`config.mk`:
```
export PLATFORM = sky130hd
export DESIGN_NAME = tagDirectory
export DESIGN_NICKNAME = d
export VERILOG_FILES = /design/src/verilog/cachePkg.sv /design/src/verilog/cachePorts.sv /design/src/verilog/tagDirectory.sv /design/src/verilog/wayAllocator.sv /design/src/verilog/pseudoLru.sv /design/src/verilog/tagArray.sv
export VERILOG_INCLUDE_DIRS = /design/src /design/src/verilog
export SDC_FILE = /design/constraint.sdc
export NUM_CORES = 1
export LEC_CHECK = 0
export BUFFER_PORTS_ARGS = -buffer_cell sky130_fd_sc_hd__buf_2
export CAP_MARGIN = 20
export CORE_ASPECT_RATIO = 0.8
export CORE_MARGIN = 2
export CORE_UTILIZATION = 40
export DETAILED_ROUTE_END_ITERATION = 16
export GPL_TIMING_DRIVEN = 0
export PLACE_DENSITY_LB_ADDON = 0.2
export SYNTH_ARGS = -nofsm -noshare
export SYNTH_HDL_FRONTEND = slang
export SYNTH_SLANG_ARGS = --single-unit
export TNS_END_PERCENT = 100
```
`constraint.sdc`:
```
create_clock -name clk -period 2.9 [get_ports clk]
set_clock_uncertainty 0.05 [all_clocks]
set_input_delay 0.58 -clock clk [delete_from_list [all_inputs] [get_ports clk]]
set_output_delay 0.58 -clock clk [all_outputs]
set_load 0.05 [all_outputs]
```
`src/verilog/cache_config.svh`:
```
// Geometry of the tag directory: ways per set, set count and tag width
`ifndef CACHE_CONFIG_SVH
`define CACHE_CONFIG_SVH

////////////////////////////////////////////////////////////////////////////
// Directory geometry
////////////////////////////////////////////////////////////////////////////

// Ways per set, any power of two from 2 up
`define CACHE_WAYS 4

// Sets in the directory, power of two
`define CACHE_SETS 16

// Tag bits above the set index in a request address
`define CACHE_TAG_BITS 8

`endif
```
`src/verilog/cachePkg.sv`:
```
// Shared types of the tag directory: opcodes, controller states and vectors
`default_nettype none

`include "cache_config.svh"

package cachePkg;

  // Requester opcodes
  typedef enum logic {
    opAccess,
    opInvalidate
  } cacheOp_t;

  // Allocation controller states, one per handshake phase
  typedef enum logic [1:0] {
    stIdle,
    stRead,
    stResolve,
    stAck
  } allocState_t;

  // One bit per way, used for one-hot way selects and valid masks
  typedef logic [`CACHE_WAYS-1:0] wayMask_t;
  typedef logic [$clog2(`CACHE_SETS)-1:0] setIndex_t;
  typedef logic [`CACHE_TAG_BITS-1:0] tag_t;
  // Tag sits above the set index
  typedef logic [`CACHE_TAG_BITS+$clog2(`CACHE_SETS)-1:0] cacheAddr_t;
  // Binary tree has one node fewer than the way count
  typedef logic [`CACHE_WAYS-2:0] lruTree_t;
  typedef tag_t [`CACHE_WAYS-1:0] tagVector_t;

endpackage

`default_nettype wire

```
`src/verilog/cachePorts.sv`:
```
// Interfaces between the allocation controller and the tag and LRU units
`timescale 1ns/1ns
`default_nettype none

////////////////////////////////////////////////////////////////////////////
// Tag array port
////////////////////////////////////////////////////////////////////////////

interface tagPortIf;
  // Read side
  logic                   readEn;
  cachePkg::setIndex_t    readSet;
  cachePkg::tag_t         lookupTag;
  cachePkg::wayMask_t     hitWay;
  cachePkg::wayMask_t     validWay;
  cachePkg::tagVector_t   setTags;
  // Write side, writeWay is one-hot
  logic                   writeEn;
  cachePkg::setIndex_t    writeSet;
  cachePkg::wayMask_t     writeWay;
  cachePkg::tag_t         writeTag;
  logic                   clearAll;

  modport master (output readEn, readSet, lookupTag, writeEn, writeSet, writeWay,
                  writeTag, clearAll, input hitWay, validWay, setTags);
  modport array (input readEn, readSet, lookupTag, writeEn, writeSet, writeWay,
                 writeTag, clearAll, output hitWay, validWay, setTags);
endinterface

////////////////////////////////////////////////////////////////////////////
// Replacement tree port
////////////////////////////////////////////////////////////////////////////

interface lruPortIf;
  logic                   readEn;
  cachePkg::setIndex_t    readSet;
  logic                   updateEn;
  cachePkg::setIndex_t    updateSet;
  // Relayed from the tag array
  cachePkg::wayMask_t     hitWay;
  cachePkg::wayMask_t     validWay;
  cachePkg::wayMask_t     victimWay;

  modport master (output readEn, readSet, updateEn, updateSet, hitWay, validWay,
                  input victimWay);
  modport tree (input readEn, readSet, updateEn, updateSet, hitWay, validWay,
                output victimWay);
endinterface

`default_nettype wire

```
`src/verilog/tagDirectory.sv`:
```
// Tag directory top: tag array and pseudo-LRU side by side under one controller
`timescale 1ns/1ns
`default_nettype none

module tagDirectory (
  input  logic                  clk,
  input  logic                  reset,
  input  logic                  req,
  input  cachePkg::cacheOp_t    op,
  input  cachePkg::cacheAddr_t  addr,
  output logic                  ack,
  output logic                  hit,
  output cachePkg::wayMask_t    way,
  output logic                  evictValid,
  output cachePkg::tag_t        evictTag
);

  // Controller to unit links
  tagPortIf tagPort ();
  lruPortIf lruPort ();

  ////////////////////////////////////////////////////////////////////////////
  // Side-by-side lookup units
  ////////////////////////////////////////////////////////////////////////////

  tagArray uTagArray (
    .clk     (clk),
    .reset   (reset),
    .tagPort (tagPort.array)
  );

  pseudoLru uPseudoLru (
    .clk     (clk),
    .reset   (reset),
    .lruPort (lruPort.tree)
  );

  // Handshake and allocation
  wayAllocator uWayAllocator (
    .clk        (clk),
    .reset      (reset),
    .req        (req),
    .op         (op),
    .addr       (addr),
    .ack        (ack),
    .hit        (hit),
    .evictValid (evictValid),
    .way        (way),
    .evictTag   (evictTag),
    .tagPort    (tagPort.master),
    .lruPort    (lruPort.master)
  );

endmodule

`default_nettype wire

```
`src/verilog/wayAllocator.sv`:
```
// Allocation controller: four-phase handshake, hit or victim merge, write schedule
`timescale 1ns/1ns
`default_nettype none

module wayAllocator (
  input  logic                  clk,
  input  logic                  reset,
  input  logic                  req,
  input  cachePkg::cacheOp_t    op,
  input  cachePkg::cacheAddr_t  addr,
  output logic                  ack,
  output logic                  hit,
  output logic                  evictValid,
  output cachePkg::wayMask_t    way,
  output cachePkg::tag_t        evictTag,
  tagPortIf.master              tagPort,
  lruPortIf.master              lruPort
);

  localparam int SetBits = $bits(cachePkg::setIndex_t);
  localparam int TagBits = $bits(cachePkg::tag_t);

  cachePkg::allocState_t state;

  // Request captured on the first edge
  cachePkg::cacheOp_t   opReg;
  cachePkg::cacheAddr_t addrReg;
  cachePkg::setIndex_t  reqSet;
  cachePkg::tag_t       reqTag;
  logic                 isAccess;
  logic                 start;

  // Merged lookup results
  logic                 lookupHit;
  logic                 victimValid;
  cachePkg::tag_t       victimTag;

  assign reqSet   = addrReg[SetBits-1:0];
  assign reqTag   = addrReg[SetBits +: TagBits];
  assign isAccess = (opReg == cachePkg::opAccess);
  assign start    = (state == cachePkg::stIdle) && req;

  ////////////////////////////////////////////////////////////////////////////
  // Handshake FSM
  ////////////////////////////////////////////////////////////////////////////

  // Idle, read, resolve, then ack until req drops
  always_ff @(posedge clk) begin
    if (reset) begin
      state      <= cachePkg::stIdle;
      hit        <= 1'b0;
      evictValid <= 1'b0;
    end else begin
      case (state)
        cachePkg::stIdle: begin
          if (req) state <= cachePkg::stRead;
        end
        cachePkg::stRead: begin
          state      <= cachePkg::stResolve;
          hit        <= isAccess && lookupHit;
          evictValid <= isAccess && !lookupHit && victimValid;
        end
        cachePkg::stResolve: state <= cachePkg::stAck;
        // Response held while the requester keeps req high
        cachePkg::stAck: begin
          if (!req) state <= cachePkg::stIdle;
        end
        default: state <= cachePkg::stIdle;
      endcase
    end
  end

  assign ack = (state == cachePkg::stAck);

  // Request and response payload
  always_ff @(posedge clk) begin
    if (start) begin
      opReg   <= op;
      addrReg <= addr;
    end
    if (state == cachePkg::stRead) begin
      // Invalidate reports no way
      way      <= !isAccess ? '0 : (lookupHit ? tagPort.hitWay : lruPort.victimWay);
      evictTag <= victimTag;
    end
  end

  ////////////////////////////////////////////////////////////////////////////
  // Merge of tag and tree results
  ////////////////////////////////////////////////////////////////////////////

  assign lookupHit   = |tagPort.hitWay;
  assign victimValid = |(lruPort.victimWay & tagPort.validWay);

  // Old tag of the victim, victimWay is one-hot
  always_comb begin
    victimTag = '0;
    for (int w = 0; w < $bits(cachePkg::wayMask_t); w++) begin
      if (lruPort.victimWay[w]) victimTag = victimTag | tagPort.setTags[w];
    end
  end

  // Both reads go out on the capture edge
  assign tagPort.readEn    = start;
  assign tagPort.readSet   = addr[SetBits-1:0];
  assign tagPort.lookupTag = reqTag;
  assign lruPort.readEn    = start;
  assign lruPort.readSet   = addr[SetBits-1:0];

  // Writes commit on the edge that raises ack
  assign tagPort.writeEn  = (state == cachePkg::stResolve) && isAccess && !hit;
  assign tagPort.writeSet = reqSet;
  assign tagPort.writeWay = way;
  assign tagPort.writeTag = reqTag;
  assign tagPort.clearAll = (state == cachePkg::stResolve) && !isAccess;

  // Tree touch on every access, the tree picks hit or victim itself
  assign lruPort.updateEn  = (state == cachePkg::stResolve) && isAccess;
  assign lruPort.updateSet = reqSet;
  assign lruPort.hitWay    = tagPort.hitWay;
  assign lruPort.validWay  = tagPort.validWay;

endmodule

`default_nettype wire

```
`src/verilog/pseudoLru.sv`:
```
// Tree pseudo-LRU: one tree per set, victim choice and update on each access
`timescale 1ns/1ns
`default_nettype none

`include "cache_config.svh"

module pseudoLru (
  input logic    clk,
  input logic    reset,
  lruPortIf.tree lruPort
);

  localparam int Ways    = `CACHE_WAYS;
  localparam int LogWays = $clog2(`CACHE_WAYS);

  // Tree bits per set
  // Heap node h (root 1, children 2h and 2h+1) lives in bit Ways-1-h
  cachePkg::lruTree_t treeMem [`CACHE_SETS];
  cachePkg::lruTree_t treeQ;

  cachePkg::wayMask_t firstFree;
  cachePkg::wayMask_t treeWay;
  cachePkg::wayMask_t touchWay;
  logic [LogWays-1:0] touchIdx;
  logic               allValid;

  ////////////////////////////////////////////////////////////////////////////
  // Tree walks
  ////////////////////////////////////////////////////////////////////////////

  // Follow the bits from the root
  // A one means go to the upper child
  function automatic cachePkg::wayMask_t treeVictim(cachePkg::lruTree_t tree);
    int                 node;
    cachePkg::wayMask_t result;
    node = 1;
    for (int level = 0; level < LogWays; level++) begin
      node = 2 * node + int'(tree[Ways-1-node]);
    end
    result = '0;
    // Leaves are numbered Ways up to 2*Ways-1
    result[node-Ways] = 1'b1;
    return result;
  endfunction

  // Climb from the leaf and point every parent away from the way
  function automatic cachePkg::lruTree_t treeTouch(cachePkg::lruTree_t tree, int wayIdx);
    int                 node;
    cachePkg::lruTree_t result;
    result = tree;
    node   = wayIdx + Ways;
    for (int level = 0; level < LogWays; level++) begin
      // Even node is the lower child, so the parent points up
      result[Ways-1-(node>>1)] = ~node[0];
      node = node >> 1;
    end
    return result;
  endfunction

  ////////////////////////////////////////////////////////////////////////////
  // Victim selection
  ////////////////////////////////////////////////////////////////////////////

  assign allValid = &lruPort.validWay;
  assign treeWay  = treeVictim(treeQ);

  // Lowest numbered free way
  always_comb begin
    firstFree = '0;
    for (int w = Ways - 1; w >= 0; w--) begin
      if (!lruPort.validWay[w]) begin
        firstFree = cachePkg::wayMask_t'(1) << w;
      end
    end
  end

  // Free ways are filled before the tree is consulted
  assign lruPort.victimWay = allValid ? treeWay : firstFree;

  // Hit way when there is one, else the way being filled
  assign touchWay = (lruPort.hitWay != '0) ? lruPort.hitWay : lruPort.victimWay;

  always_comb begin
    touchIdx = '0;
    for (int w = 0; w < Ways; w++) begin
      if (touchWay[w]) begin
        touchIdx = LogWays'(w);
      end
    end
  end

  ////////////////////////////////////////////////////////////////////////////
  // Storage
  ////////////////////////////////////////////////////////////////////////////

  // All trees start at zero
  always_ff @(posedge clk) begin
    if (reset) begin
      for (int s = 0; s < `CACHE_SETS; s++) begin
        treeMem[s] <= '0;
      end
      treeQ <= '0;
    end else begin
      if (lruPort.updateEn) begin
        // treeQ still holds the tree of the set being updated
        treeMem[lruPort.updateSet] <= treeTouch(treeQ, int'(touchIdx));
      end
      if (lruPort.readEn) begin
        treeQ <= treeMem[lruPort.readSet];
      end
    end
  end

endmodule

`default_nettype wire

```
`src/verilog/tagArray.sv`:
```
// Tag array: per-set tags and valid bits, synchronous set read and tag compare
`timescale 1ns/1ns
`default_nettype none

`include "cache_config.svh"

module tagArray (
  input logic     clk,
  input logic     reset,
  tagPortIf.array tagPort
);

  // Tag storage, one vector of all ways per set
  cachePkg::tagVector_t tagMem [`CACHE_SETS];
  // Valid flags kept in flops so they can be cleared at once
  cachePkg::wayMask_t   validBits [`CACHE_SETS];

  // Set read registers
  cachePkg::tagVector_t tagsQ;
  cachePkg::wayMask_t   validQ;

  // Compare result
  cachePkg::wayMask_t   matchWay;

  ////////////////////////////////////////////////////////////////////////////
  // Storage
  ////////////////////////////////////////////////////////////////////////////

  // Tag write, only the selected way of the set changes
  always_ff @(posedge clk) begin
    if (tagPort.writeEn) begin
      for (int w = 0; w < `CACHE_WAYS; w++) begin
        if (tagPort.writeWay[w]) begin
          tagMem[tagPort.writeSet][w] <= tagPort.writeTag;
        end
      end
    end
  end

  // Valid bits
  // Invalidate wins over a write in the same cycle
  always_ff @(posedge clk) begin
    if (reset || tagPort.clearAll) begin
      for (int s = 0; s < `CACHE_SETS; s++) begin
        validBits[s] <= '0;
      end
    end else if (tagPort.writeEn) begin
      validBits[tagPort.writeSet] <= validBits[tagPort.writeSet] | tagPort.writeWay;
    end
  end

  ////////////////////////////////////////////////////////////////////////////
  // Set read
  ////////////////////////////////////////////////////////////////////////////

  // Tags of the set, held until the next read
  always_ff @(posedge clk) begin
    if (tagPort.readEn) begin
      tagsQ <= tagMem[tagPort.readSet];
    end
  end

  // Valid mask of the set
  always_ff @(posedge clk) begin
    if (reset) begin
      validQ <= '0;
    end else if (tagPort.readEn) begin
      validQ <= validBits[tagPort.readSet];
    end
  end

  // Hit per way: valid and tag equal
  always_comb begin
    matchWay = '0;
    for (int w = 0; w < `CACHE_WAYS; w++) begin
      matchWay[w] = validQ[w] && (tagsQ[w] == tagPort.lookupTag);
    end
  end

  // Results back to the controller
  assign tagPort.hitWay   = matchWay;
  assign tagPort.validWay = validQ;
  assign tagPort.setTags  = tagsQ;

endmodule

`default_nettype wire

```
Yosys cells after proc, flatten, opt, wreduce, memory -nomap -nowiden
Memories as Yosys holds them, arrays and structs flattened. A register that Yosys moved wholly into a read port is not among the register bits.
Index checks and enable logic that the tools add are counted.
{ "classes": {"n_div": 0, "addsub": 7, "n_mux": 57, "bitwise": 8, "multipliers": 0, "n_reduce_logical": 25, "n_eq_ne": 9, "n_shift": 0, "magnitude_cmp": 7} }
{ "op_table": {"columns": ["op", "count"], "rows": [
  ["$lt 32x4->1 const B", 4],
  ["$ge 32x1->1 const B", 3],
  ["$mux 4", 11],
  ["$add 32x2->32", 1],
  ["$eq 8x8->1", 4],
  ["$mux 8", 4],
  ["$sub 2x31->32 const A", 1],
  ["$sub 3x32->32 const A", 1],
  ["$sub 32x4->32 const B", 1],
  ["$sub 2x30->31 const A", 1],
  ["$mux 1", 30],
  ["$or 8x8->8", 3],
  ["$logic_and 1x1->1", 14],
  ["$reduce_or 4->1", 3],
  ["$mux 2", 4],
  ["$pmux 2 s4", 1],
  ["$bwmux 3", 2],
  ["$demux 1 s2", 3],
  ["$add 2x3->4 const B", 1],
  ["$and 4x4->4", 1],
  ["$eq 2x2->1 const B", 2],
  ["$ne 2x2->1 const B", 2],
  ["$or 4x4->4", 1],
  ["$reduce_and 4->1", 1],
  ["other kinds (11)", 14]
]} }
{ "word_totals": {"word_cells": 123, "mem_count": 3, "inputBits": 16, "latchBits": 0, "mem_bits_ro": 0, "out_inout_bits": 15, "reg_bits": 29, "ram_bits": 624} }
{ "mem_list": {"columns": ["name", "words", "word_bits", "rd", "rd_clocked_by_memory_dff", "write_ports", "line", "source"], "rows": [
  ["uTagArray.tagMem", 16, 32, 1, 1, 1, "tagArray.sv:14", "cachePkg::tagVector_t tagMem [`CACHE_SETS];"],
  ["uTagArray.validBits", 16, 4, 2, 2, 16, "tagArray.sv:16", "cachePkg::wayMask_t validBits [`CACHE_SETS];"],
  ["uPseudoLru.treeMem", 16, 3, 1, 1, 16, "pseudoLru.sv:18", "cachePkg::lruTree_t treeMem [`CACHE_SETS];"]
]} }

Depth between registers and ports, before layout
Gate-level depths: netlist of the first run.
{ "depth": {"word_depth": 25, "mapped_depth": 9, "ltp_nobuf": 6} }

By module
From an unflattened synthesis of the first run, not the netlist that was laid out.
{ "unflattened": {"hier_cells": 1552, "area_unflattened_um2": 28594.9} }
{ "by_module_without_submodules": {"columns": ["mod", "n_inst", "area_each_um2", "seq_area_each_um2", "cells_per_inst"], "rows": [
  ["tagArray", 1, 24472.2, 18337.6, 1195],
  ["pseudoLru", 1, 2630.0, 1501.4, 233],
  ["wayAllocator", 1, 1492.7, 830.8, 124]
]} }

Worst setup path before layout of the first run
OpenSTA, ideal clock, no wires.
{ "synth_path": {"kind": "flip-flop to flip-flop", "start": "register uWayAllocator.addrReg[5]", "end": "memory uPseudoLru.treeMem[6][0] in the netlist's numbering, data pin", "required_ns": 2.587, "path_stages_with_launch": 10, "path_buffers": 3, "setup_ns": 0.263, "t_arrival_ns": 2.607, "setup_slack_ns": -0.020, "period_less_slack_ns": 2.920, "cell_sequence": "edfxtp_1 -> buf_6 -> xnor2_2 -> nand2_1 -> or3_1 -> buf_2 -> a311o_1 -> nand3_4 -> buf_12 -> nor2_2"} }
{ "synth_rtl": {"columns": ["item", "line", "source"], "rows": [
  ["start: declaration", "wayAllocator.sv:27", "cachePkg::cacheAddr_t addrReg;"],
  ["start signal: assignment", "wayAllocator.sv:79", "addrReg <= addr;"],
  ["end: declaration", "pseudoLru.sv:18", null]
]} }

==> results of run 1 <==
-- cell type report --
type / instances / area (um2) / share of cell area
sequential: 696 / 20700 / 0.628
buffer: 93 / 485 / 0.0147
clock buffer: 94 / 1930 / 0.0583
inverter: 5 / 20.0 / 0.000606
multi-input combinational: 654 / 7550 / 0.228
timing repair buffer: 68 / 893 / 0.0270
tap: 934 / 1170 / 0.0354
clock inverter: 31 / 243 / 0.00735
-- final timing paths --
check	start	end	slack [ns]	cells after the start
min reg2reg	uWayAllocator.state[0]	uWayAllocator.state[0]	0.50	2
max reg2reg	uWayAllocator.state[0]	uTagArray.validBits[15][1]	0.03	5
max	uWayAllocator.state[0]	uTagArray.validBits[15][1]	0.03	5
min	addr[9]	uWayAllocator.addrReg[9]	0.09	1
-- kinds of logic after synthesis --
family / after synthesis
DFF: 696
buffers and inverters: 98
and+or+nand+nor: 334
xor gates and xnor gates: 32
adders and majority gates: 5
muxes: 215
AOI/OAI and AO/OA: 68
-- sequential cells by signal, indices dropped and copies added (netlist names), named ones only --
name,count
uTagArray.validBits,64
uWayAllocator.evictValid,1
uWayAllocator.state,2
uWayAllocator.hit,1
uPseudoLru.treeMem,48
uTagArray.tagMem,512
uWayAllocator.evictTag,8
uTagArray.tagPort.setTags,32
uPseudoLru.treeQ,3
uWayAllocator.opReg,1
uTagArray.tagPort.validWay,4
uWayAllocator.addrReg,12
uWayAllocator.tagPort.writeWay,4
-- through the flow --
stage	total power, mW	setup WS [ns]	TNS, ns
5_1_grt	26.3	-0.0463	-1.28
6_report	25.5	0.0350	0
2_1_floorplan	14.9	-0.00105	-0.00406
4_1_cts	25.5	-0.239	-30.56
3_5_place_dp	16.8	-0.655	-79.65
3_3_place_gp	16.4	-1.33	-165.78
-- where the power goes --
part | switching [mW] | leakage (nW) | internal [mW]
registers | 0.418 | 6.42 | 12.1
logic | 2.80 | 2.85 | 1.52
clock network | 3.78 | 1.06 | 4.95
-- routing by layer --
| metal | GRT usage | up-vias | share of wire |
|---|---|---|---|
| met1 | 0.320 | 7937 | 0.45 |
| li1 | - | 6214 | - |
| met3 | 0.0454 | 88 | 0.088 |
| met2 | 0.299 | 679 | 0.45 |
| met4 | 0.0489 | 0 | 0.018 |
| met5 | 0 | - | 0 |
-- worst max-delay path, stage by stage, from the launching register on --
cell and delay (ns):
dfxtp_1 0.38, inv_1 0.10, ha_1 0.25, a21oi_1 0.88, clkbuf_1 0.52, o21ai_1 0.35
-- placed cells by master (no fill, tap or decap), types with 15 or more instances in the layout --
| master | instances |
|---|---|
| nor3_1 | 61 |
| nand2b_1 | 20 |
| nor2_1 | 73 |
| nor2_4 | 44 |
| buf_16 | 18 |
| a21oi_1 | 25 |
| nor2_2 | 27 |
| buf_4 | 17 |
| xnor2_1 | 17 |
| mux4_2 | 204 |
| nand3_1 | 16 |
| clkbuf_16 | 74 |
| nand2_1 | 51 |
| buf_2 | 60 |
| dfxtp_1 | 15 |
| edfxtp_1 | 681 |
| clkbuf_1 | 59 |
-- timing repair --
action,in CTS,in global routing
gates resized for setup,41,105
buffers inserted,10,9
endpoints found under the setup margin,404,503
cloned,0,0
hold buffers,0,0
pin swaps,1,7
==> insert_results.sql, run 1 <==
INSERT INTO impl_metrics (metric_group, metric, value, unit) VALUES
('clock_tree', 'clk-insertion-delay-late', '0.61', 'ns'),
('layout', 'number_of_fillers_in_the_final_layout', '5924', ''),
('global_route', 'grt_usage', '0.207', ''),
('floorplan', 'die-area', '0.0731', 'mm2'),
('sta', 'unrepaired_setup_endpoints_after_global_routing', 'yes', ''),
('logic_synthesis', 'flop_and_latch_count_out_of_synthesis', '696', ''),
('drt', 'finalWirelength', '74.9', 'mm'),
('layout', 'syn2layout_area_growth', '16.5', '%'),
('clock_tree', 'cts_tree', 'built', ''),
('logic_synthesis', 'muxShareOfSynthArea', '0.166', ''),
('drt', 'antenna_left', '0', ''),
('sta', 'finalCritPeriodShare', '0.988', ''),
('setup_path', 'worstSetupEndpointType', 'flop', ''),
('drt', 'routed-via-count', '14900', ''),
('drt', 'drt_iter0_drc', '1687', ''),
('sta', 'hold-worst-slack', '0.0936', 'ns'),
('sta', 'tightest_slew', '1.15', 'ns'),
('logic_synthesis', 'yosysWarningCount', '0', ''),
('placed_design', 'dp_cells', '2431', ''),
('layout', 'final-instance-count-excl-fill', '2575', ''),
('logic_synthesis', 'top_reg_cell_synth', 'edfxtp_1', ''),
('placed_design', 'hpwl_after_detailed_placement', '51.6', 'mm'),
('sta', 'final_number_of_hold_violating_endpoints', '0', ''),
('pwr', 'vdd_drop_max', '0.484', 'mV'),
('setup_path', 'critical_path_arrival', '3.10', 'ns'),
('clock_tree', 'tritoncts_sink_count', '696', ''),
('global_route', 'grt_start_max_net_pins', '33', ''),
('clock_tree', 'clkSlewWorstSetupHoldPaths', '0.06', 'ns'),
('floorplan', 'die-width', '302', 'um'),
('global_route', 'grt_remaining_overflow', '0', ''),
('setup_path', 'worst-path-max-fanout', '10', ''),
('floorplan', 'initial_utilization', '0.403', ''),
('logic_synthesis', 'synthCells', '1448', ''),
('logic_synthesis', 'yosysTopAreaCell', 'edfxtp_1', ''),
('floorplan', 'design.portCount', '31', ''),
('logic_synthesis', 'seq_area_frac_synth', '0.732', ''),
('logic_synthesis', 'mappedNetlistArea', '0.0284', 'mm2'),
('floorplan', 'fp-row-count', '87', ''),
('clock_tree', 'cts_made_buffers', '71', ''),
('logic_synthesis', 'synth-edff-count', '681', ''),
('setup_path', 'timing_worst_setup_path_type', 'reg -> reg', ''),
('sta', 'worst_case_headroom_to_the_max_slew_limit', '0.237', ''),
('logic_synthesis', 'mappedNetlistNets', '1469', ''),
('floorplan', 'core_area', '0.0703', 'mm2'),
('drt', 'detail_route.vias_per_cell', '5.79', ''),
('pwr', 'cellLeakagePower', '10.3', 'nW'),
('floorplan', 'chipHeight', '242', 'um'),
('layout', 'stdcell_area', '0.0330', 'mm2'),
('logic_synthesis', 'synth_cell_type_count', '49', ''),
('placed_design', 'port_buffers', '29', ''),
('sta', 'finalWorstPathRequiredPeriod', '2.87', 'ns'),
('min_path', 'worstHoldPathType', 'in -> reg', ''),
('sta', 'fmax', '0.349', 'GHz'),
('logic_synthesis', 'yosys-top-cells-count', '681 x edfxtp_1, 204 x mux4_2, 128 x nor2_1', ''),
('logic_synthesis', 'ys_top_cells_by_area', 'edfxtp_1 72%, mux4_2 16%, nor2_1 1.7%, nor3_1 1.1%, dfxtp_1 1.1%', ''),
('clock_tree', 'cts.root.buffer_cell', 'clkbuf_16', ''),
('logic_synthesis', 'synth_adder_area_share', '0.00221', ''),
('clock_tree', 'ctsLongestPathBuffers', '3', ''),
('logic_synthesis', 'synthesis.area_per_instance', '19.6', 'um2'),
('pwr', 'power.density', '773', 'mW/mm2'),
('layout', 'final_nets', '1610', ''),
('sta', 'finalSetupViolCount', '0', ''),
('placed_design', 'finalWeightedCongestion', '0.915', ''),
('logic_synthesis', 'synth_most_common_cell', 'edfxtp_1', ''),
('layout', 'layout-drive-gt1-share', '0.312', ''),
('global_route', 'first_global_vias', '14800', ''),
('layout', 'fin_util', '0.470', ''),
('sta', 'final_max_slew_violation_count', '0', ''),
('logic_synthesis', 'largest_family_of_logic_cells_by_synthesized_area', 'multiplexers', ''),
('status', 'outcome', 'finished clean', ''),
('logic_synthesis', 'postSynth.asyncResetShare', '0', '');
Power figures use the tool's default switching activity.
==> run 2: changes to the inputs <==
- CELL_PAD_IN_SITES_DETAIL_PLACEMENT: default -> 0
- CELL_PAD_IN_SITES_GLOBAL_PLACEMENT: default -> 2
- HOLD_SLACK_MARGIN: default -> 0.05
- PLACE_DENSITY_LB_ADDON: 0.2 -> 0.1
==> run 2 against run 1 <==
  * The flow now finishes with violations (setup timing)
  * Sequential power about the same
  * Flip-flop and latch count unchanged
  * Critical path depth increased by 2
==> insert_results.sql, run 2 (synthesized netlist as in run 1, its figures left out) <==
INSERT INTO impl_metrics (metric_group, metric, value, unit) VALUES
('sta', 'final_max_slew_violation_count', '0', ''),
('global_route', 'grt_usage', '0.226', ''),
('drt', 'antenna_left', '0', ''),
('floorplan', 'chipHeight', '242', 'um'),
('floorplan', 'die-area', '0.0731', 'mm2'),
('drt', 'detail_route.vias_per_cell', '5.72', ''),
('sta', 'final_number_of_hold_violating_endpoints', '0', ''),
('sta', 'finalSetupViolCount', '110', ''),
('setup_path', 'timing_worst_setup_path_type', 'reg -> reg', ''),
('layout', 'largest-register', 'uTagArray.tagMem', ''),
('setup_path', 'startpoint_type', 'flop', ''),
('clock_tree', 'cts.root.buffer_cell', 'clkbuf_16', ''),
('sta', 'tightest_slew', '1.05', 'ns'),
('drt', 'routed-via-count', '14900', ''),
('global_route', 'grt_start_max_net_pins', '48', ''),
('layout', 'layout-drive-gt1-share', '0.335', ''),
('setup_path', 'r2r_setup_slack', '-0.1', 'ns'),
('setup_path', 'critical_path_arrival', '3.23', 'ns'),
('placed_design', 'finalWeightedCongestion', '0.825', ''),
('layout', 'largest_reg_flops', '512', ''),
('clock_tree', 'tritoncts_sink_count', '696', ''),
('clock_tree', 'ctsLongestPathBuffers', '3', ''),
('pwr', 'power.density', '779', 'mW/mm2'),
('layout', 'layout_top_registers', 'uTagArray.tagMem: 512 flops, uTagArray.validBits: 64 flops, uPseudoLru.treeMem: 48 flops', ''),
('clock_tree', 'clkSlewWorstSetupHoldPaths', '0.06', 'ns'),
('drt', 'finalWirelength', '81.2', 'mm'),
('setup_path', 'worstSetupEndpointType', 'flop', ''),
('sta', 'fmax', '0.334', 'GHz'),
('layout', 'fin_util', '0.479', ''),
('placed_design', 'dp_cells', '2435', ''),
('floorplan', 'initial_utilization', '0.403', ''),
('sta', 'hold-worst-slack', '0.0920', 'ns'),
('setup_path', 'worst-path-max-fanout', '10', ''),
('setup_path', 'crit_required', '3.13', 'ns'),
('layout', 'layout_common_cells', '681 x edfxtp_1, 204 x mux4_2, 77 x clkbuf_16', ''),
('sta', 'worst_case_headroom_to_the_max_slew_limit', '0.298', ''),
('floorplan', 'die-width', '302', 'um'),
('drt', 'drt_iter0_drc', '1746', ''),
('global_route', 'grt_remaining_overflow', '0', ''),
('drt', 'dr.pass1.iters', '6', ''),
('status', 'outcome', 'complete, but fails checks', ''),
('floorplan', 'fp-row-count', '87', ''),
('pwr', 'cellLeakagePower', '10.6', 'nW'),
('drt', 'routed_len_inst', '31.1', 'um'),
('sta', 'finalSetupTns', '-3.00', 'ns'),
('layout', 'final-instance-count-excl-fill', '2611', ''),
('clock_tree', 'clk-insertion-delay-late', '0.62', 'ns'),
('layout', 'syn2layout_area_growth', '18.9', '%'),
('layout', 'mostFrequentLayoutCell', 'edfxtp_1', ''),
('global_route', 'grt_antenna_before_repair', '2', ''),
('min_path', 'worstHoldPathType', 'in -> reg', ''),
('layout', 'final_nets', '1642', ''),
('drt', 'remaining_drc_errors', '0', ''),
('pwr', 'vdd_drop_max', '0.456', 'mV'),
('layout', 'multi_input_comb_area', '0.00765', 'mm2'),
('floorplan', 'core_area', '0.0703', 'mm2'),
('job', 'maxCapViolCount', '0', ''),
('sta', 'worst_slack', '-0.0973', 'ns'),
('sta', 'finalCritPeriodShare', '1.03', ''),
('placed_design', 'port_buffers', '29', ''),
('layout', 'regArea', '0.0207', 'mm2'),
('placed_design', 'hpwl_after_detailed_placement', '56.5', 'mm'),
('global_route', 'first_global_vias', '15100', ''),
('sta', 'unrepaired_setup_endpoints_after_global_routing', 'yes', ''),
('clock_tree', 'cts_tree', 'built', ''),
('clock_tree', 'cts_made_buffers', '74', ''),
('clock_tree', 'htree_num_levels', '3', ''),
('status', 'failing_checks', 'setup timing', ''),
('sta', 'finalWorstPathRequiredPeriod', '3.00', 'ns'),
('pwr', 'total_power', '26.3', 'mW'),
('global_route', 'first_pass_grt_wire_length', '115', 'mm'),
('layout', 'number_of_fillers_in_the_final_layout', '5907', ''),
('floorplan', 'design.portCount', '31', '');
-- run 2: changes by cell type in the layout (fill, tap and decap cells not counted), moves of 4 or more --
cell and delta:
buf_8 +6, clkbuf_1 -4, nor2_2 +4, nor2_4 +6, buf_12 +9, nor2_1 -10
nand3_2 -4, buf_4 +6, dlygate4sd3_1 +4
-- run 2: what timing repair did --
action | CTS | global route
hold endpoints to repair | 4 | 0
setup endpoints to repair | 536 | 631
hold buffers | 4 | 0
pin swaps | 3 | 23
gates cloned | 0 | 2
resized for setup | 103 | 77
setup buffers | 13 | 22
-- run 2: per-stage QoR --
| stage | setup slack, ns | instance area [um2] |
|---|---|---|
| 3_3_place_gp | -1.50 | 29700 |
| 4_1_cts | -0.219 | 33100 |
| 3_5_place_dp | -0.686 | 30300 |
| 5_1_grt | -0.303 | 33700 |
| 6_report | -0.0973 | 33700 |
| 2_1_floorplan | -0.00105 | 28400 |
-- run 2: where the power goes --
part / switching, mW / total [mW] / internal, mW
Clock: 3.91 / 9.20 / 5.29
Combinational: 3.00 / 4.60 / 1.60
Sequential: 0.400 / 12.5 / 12.1
-- run 2: final timing paths --
kind | start | end | cells after the start
max | uWayAllocator.state[0] | uTagArray.validBits[2][1] | 7
min | addr[8] | uWayAllocator.addrReg[8] | 1
min reg2reg | uWayAllocator.state[0] | uWayAllocator.state[0] | 2
max reg2reg | uWayAllocator.state[0] | uTagArray.validBits[2][1] | 7
-- run 2: final cells by class --
type | instances | share of cell area
Sequential cell | 696 | 0.616
Multi-Input combinational cell | 654 | 0.227
Clock buffer | 95 | 0.0588
Timing Repair Buffer | 97 | 0.0386
Tap cell | 934 | 0.0347
Buffer | 93 | 0.0150
Clock inverter | 36 | 0.00991
Inverter | 5 | 0.000594
Antenna cell | 1 | 0.0000742
-- run 2: critical path: stages (launching register included) --
cell	delay, ns
dfxtp_1	0.34
inv_1	0.11
ha_1	0.34
nand2b_1	0.09
clkbuf_1	0.23
nor2_2	0.33
nand3_1	0.61
o21ai_2	0.54
-- run 2: per-layer routing --
| metal | track usage | vias up | part of all wire | routed length, um |
|---|---|---|---|---|
| li1 | - | 6272 | - | - |
| met1 | 0.351 | 8043 | 0.47 | 38000 |
| met3 | 0.0474 | 92 | 0.068 | 5530 |
| met5 | 0 | - | 0 | 0 |
| met4 | 0.0454 | 0 | 0.016 | 1290 |
| met2 | 0.330 | 517 | 0.45 | 36400 |
==> run 3: changes to the inputs <==
- CORE_MARGIN: 2 -> default
==> run 3 against run 2 <==
  * The flow now finishes without violations
  * Cell count decreased by 1.2%
  * Combinational power is 4% lower
  * Sequential share of layout area is 0.69 points higher
  * Core utilization hardly changed
  * Global-route usage decreased by 0.27 points
  * Critical path type unchanged
  * Largest power group unchanged
  * Highest routed layer unchanged
==> insert_results.sql, run 3 (synthesized netlist as in run 1, its figures left out) <==
INSERT INTO impl_metrics (metric_group, metric, value, unit) VALUES
('status', 'outcome', 'finished clean', ''),
('layout', 'final-instance-count-excl-fill', '2580', ''),
('sta', 'finalSetupTns', '0', 'ns'),
('floorplan', 'die-width', '300', 'um'),
('setup_path', 'critical_path_arrival', '3.11', 'ns'),
('layout', 'largest_reg_flops', '512', ''),
('min_path', 'worstHoldPathType', 'in -> reg', ''),
('pwr', 'p_int', '18.9', 'mW'),
('placed_design', 'dp_cells', '2428', ''),
('placed_design', 'hpwl_after_detailed_placement', '54.9', 'mm'),
('clock_tree', 'clkSlewWorstSetupHoldPaths', '0.06', 'ns'),
('layout', 'final_nets', '1628', ''),
('layout', 'multi_input_comb_area', '0.00757', 'mm2'),
('layout', 'number_of_fillers_in_the_final_layout', '5849', ''),
('setup_path', 'worst-path-stages', '5', ''),
('global_route', 'first_pass_grt_wire_length', '111', 'mm'),
('pwr', 'combinationalPowerShare', '0.170', ''),
('sta', 'tightest_slew', '1.18', 'ns'),
('pwr', 'power.density', '780', 'mW/mm2'),
('setup_path', 'worst_path_dominant_cell_family', 'compound AO/OA/AOI/OAI gates', ''),
('drt', 'routed_len_inst', '30.2', 'um'),
('floorplan', 'chipHeight', '240', 'um'),
('pwr', 'cellLeakagePower', '10.5', 'nW'),
('pwr', 'vdd_drop_max', '0.496', 'mV'),
('pwr', 'power.net_switching', '7.16', 'mW'),
('layout', 'layout_common_cells', '681 x edfxtp_1, 204 x mux4_2, 75 x clkbuf_16', ''),
('sta', 'final_max_slew_violation_count', '0', ''),
('sta', 'final_number_of_hold_violating_endpoints', '0', ''),
('setup_path', 'worstSetupEndpointType', 'flop', ''),
('clock_tree', 'tritoncts_sink_count', '696', ''),
('setup_path', 'r2r_start', 'uWayAllocator.state[0]', ''),
('layout', 'regArea', '0.0207', 'mm2'),
('layout', 'fin_util', '0.480', ''),
('drt', 'routed-via-count', '14600', ''),
('setup_path', 'crit_required', '3.15', 'ns'),
('global_route', 'grt_usage', '0.223', ''),
('layout', 'syn2layout_area_growth', '17.5', '%'),
('global_route', 'first_global_vias', '14700', ''),
('pwr', 'relative_contribution_of_the_clock_network_to_total_power', '0.350', ''),
('clock_tree', 'clk-insertion-delay-late', '0.63', 'ns'),
('sta', 'worst_case_headroom_to_the_max_slew_limit', '0.211', ''),
('setup_path', 'r2r_setup_slack', '0.04', 'ns'),
('global_route', 'grt_remaining_overflow', '0', ''),
('setup_path', 'r2r_cells', '5', ''),
('global_route', 'grt_start_max_net_pins', '47', ''),
('drt', 'antenna_left', '0', ''),
('setup_path', 'worst-path-max-fanout', '10', ''),
('clock_tree', 'cts.root.buffer_cell', 'clkbuf_16', ''),
('floorplan', 'die-area', '0.0720', 'mm2'),
('sta', 'finalWorstPathRequiredPeriod', '2.86', 'ns'),
('sta', 'unrepaired_setup_endpoints_after_global_routing', 'yes', ''),
('pwr', 'power.share.sequential', '0.479', ''),
('sta', 'fmax', '0.349', 'GHz'),
('sta', 'finalCritPeriodShare', '0.987', ''),
('setup_path', 'startpoint_type', 'flop', ''),
('clock_tree', 'cts_tree', 'built', ''),
('job', 'maxCapViolCount', '0', ''),
('layout', 'layout_top_registers', 'uTagArray.tagMem: 512 flops, uTagArray.validBits: 64 flops, uPseudoLru.treeMem: 48 flops', ''),
('placed_design', 'finalWeightedCongestion', '0.837', ''),
('setup_path', 'timing.critical_path.cells', 'inv_1, ha_1, a21oi_1, clkbuf_1, o21ai_1', ''),
('setup_path', 'number_of_buffers_and_inverters_on_the_critical_path', '2', ''),
('setup_path', 'worst_setup_path_endpoint', 'uTagArray.validBits[1][3]', ''),
('drt', 'drt_iter0_drc', '1426', ''),
('sta', 'finalSetupViolCount', '0', ''),
('min_path', 'worstHoldPathCells', '1', ''),
('floorplan', 'initial_utilization', '0.408', ''),
('setup_path', 'cpPeakStageDelay', '0.75', 'ns'),
('setup_path', 'crit-reg2reg-capture', 'uTagArray.validBits[1][3]', ''),
('global_route', 'grt_antenna_before_repair', '1', ''),
('layout', 'mostFrequentLayoutCell', 'edfxtp_1', ''),
('clock_tree', 'ctsLongestPathBuffers', '3', ''),
('clock_tree', 'cts_made_buffers', '73', ''),
('setup_path', 'timing_worst_setup_path_type', 'reg -> reg', ''),
('drt', 'detail_route.vias_per_cell', '5.66', ''),
('clock_tree', 'htree_num_levels', '3', ''),
('setup_path', 'critical_path.slowest_cell', 'a21oi_1', ''),
('layout', 'antenna_cells_inserted', '0', ''),
('pwr', 'power.switching_fraction', '0.275', ''),
('floorplan', 'design.portCount', '31', ''),
('placed_design', 'port_buffers', '29', ''),
('setup_path', 'cp-startpoint', 'uWayAllocator.state[0]', ''),
('drt', 'finalWirelength', '78.0', 'mm'),
('layout', 'largest-register', 'uTagArray.tagMem', ''),
('floorplan', 'fp-row-count', '86', ''),
('drt', 'remaining_drc_errors', '0', ''),
('drt', 'dr.pass1.iters', '5', ''),
('floorplan', 'core_area', '0.0695', 'mm2'),
('layout', 'layout-drive-gt1-share', '0.322', '');
==> run 3: changes by cell type in the layout (fill, tap and decap cells not counted), sizes merged <==
cell / delta
clkbuf: -1
clkinv: -6
inv: -1
dlygate4sd3: +4
diode: -1
clkinvlp: -1
buf: -15
==> run 3: worst min-delay path by stage <==
stage | start | slack [ns] | endpoint
after global routing | addr[11] | 0.08 | uWayAllocator.addrReg[11]
final | addr[11] | 0.09 | uWayAllocator.addrReg[11]
after global placement | uWayAllocator.state[0] | 0.50 | uWayAllocator.state[0]
after floorplan | uWayAllocator.state[0] | 0.46 | uWayAllocator.state[0]
after CTS | addr[11] | 0.06 | uWayAllocator.addrReg[11]
after detailed placement | uWayAllocator.state[0] | 0.49 | uWayAllocator.state[0]
==> run 3: stage by stage <==
stage | power (mW) | worst slack, ns | hold WS [ns] | instance area (um2)
finish | 26.0 | 0.0367 | 0.0889 | 33300
CTS | 26.2 | -0.274 | 0.0592 | 33100
global route | 26.8 | -0.0762 | 0.0784 | 33300
detailed placement | 16.9 | -0.540 | 0.490 | 30300
floorplan | 14.9 | -0.00105 | 0.461 | 28400
global placement | 16.6 | -1.54 | 0.496 | 29700
==> run 3: timing repair <==
action	CTS	global route
hold buffers	8	0
pin swaps	6	3
hold endpoints to repair	8	0
gates resized for setup	103	45
setup endpoints to repair	486	511
buffers inserted	11	8
==> run 3: cell type report <==
cell class / count / share of cell area
Buffer: 93 / 0.0149
Clock buffer: 96 / 0.0593
Clock inverter: 28 / 0.00935
Inverter: 5 / 0.000601
Multi-Input combinational cell: 654 / 0.227
Sequential cell: 696 / 0.622
Tap cell: 924 / 0.0347
Timing Repair Buffer: 84 / 0.0317
==> run 3: layer usage <==
metal  vias up  wire (um)  track usage  share of wire
li1       6226          -            -              -
met1      7825      37600        0.343           0.48
met2       459      34800        0.331           0.45
met3        96       3750       0.0344          0.048
met4         0       1810       0.0605          0.023
met5         -          0            0              0
==> run 3: power groups by stage <==
stage	Clock (mW)	Sequential [mW]	Combinational [mW]
final	9.12	12.5	4.43
after global routing	9.66	12.5	4.68
after CTS	9.32	12.5	4.37
after detailed placement	0	12.8	4.13
after global placement	0	13.3	3.28
after floorplan	0	13.0	1.98
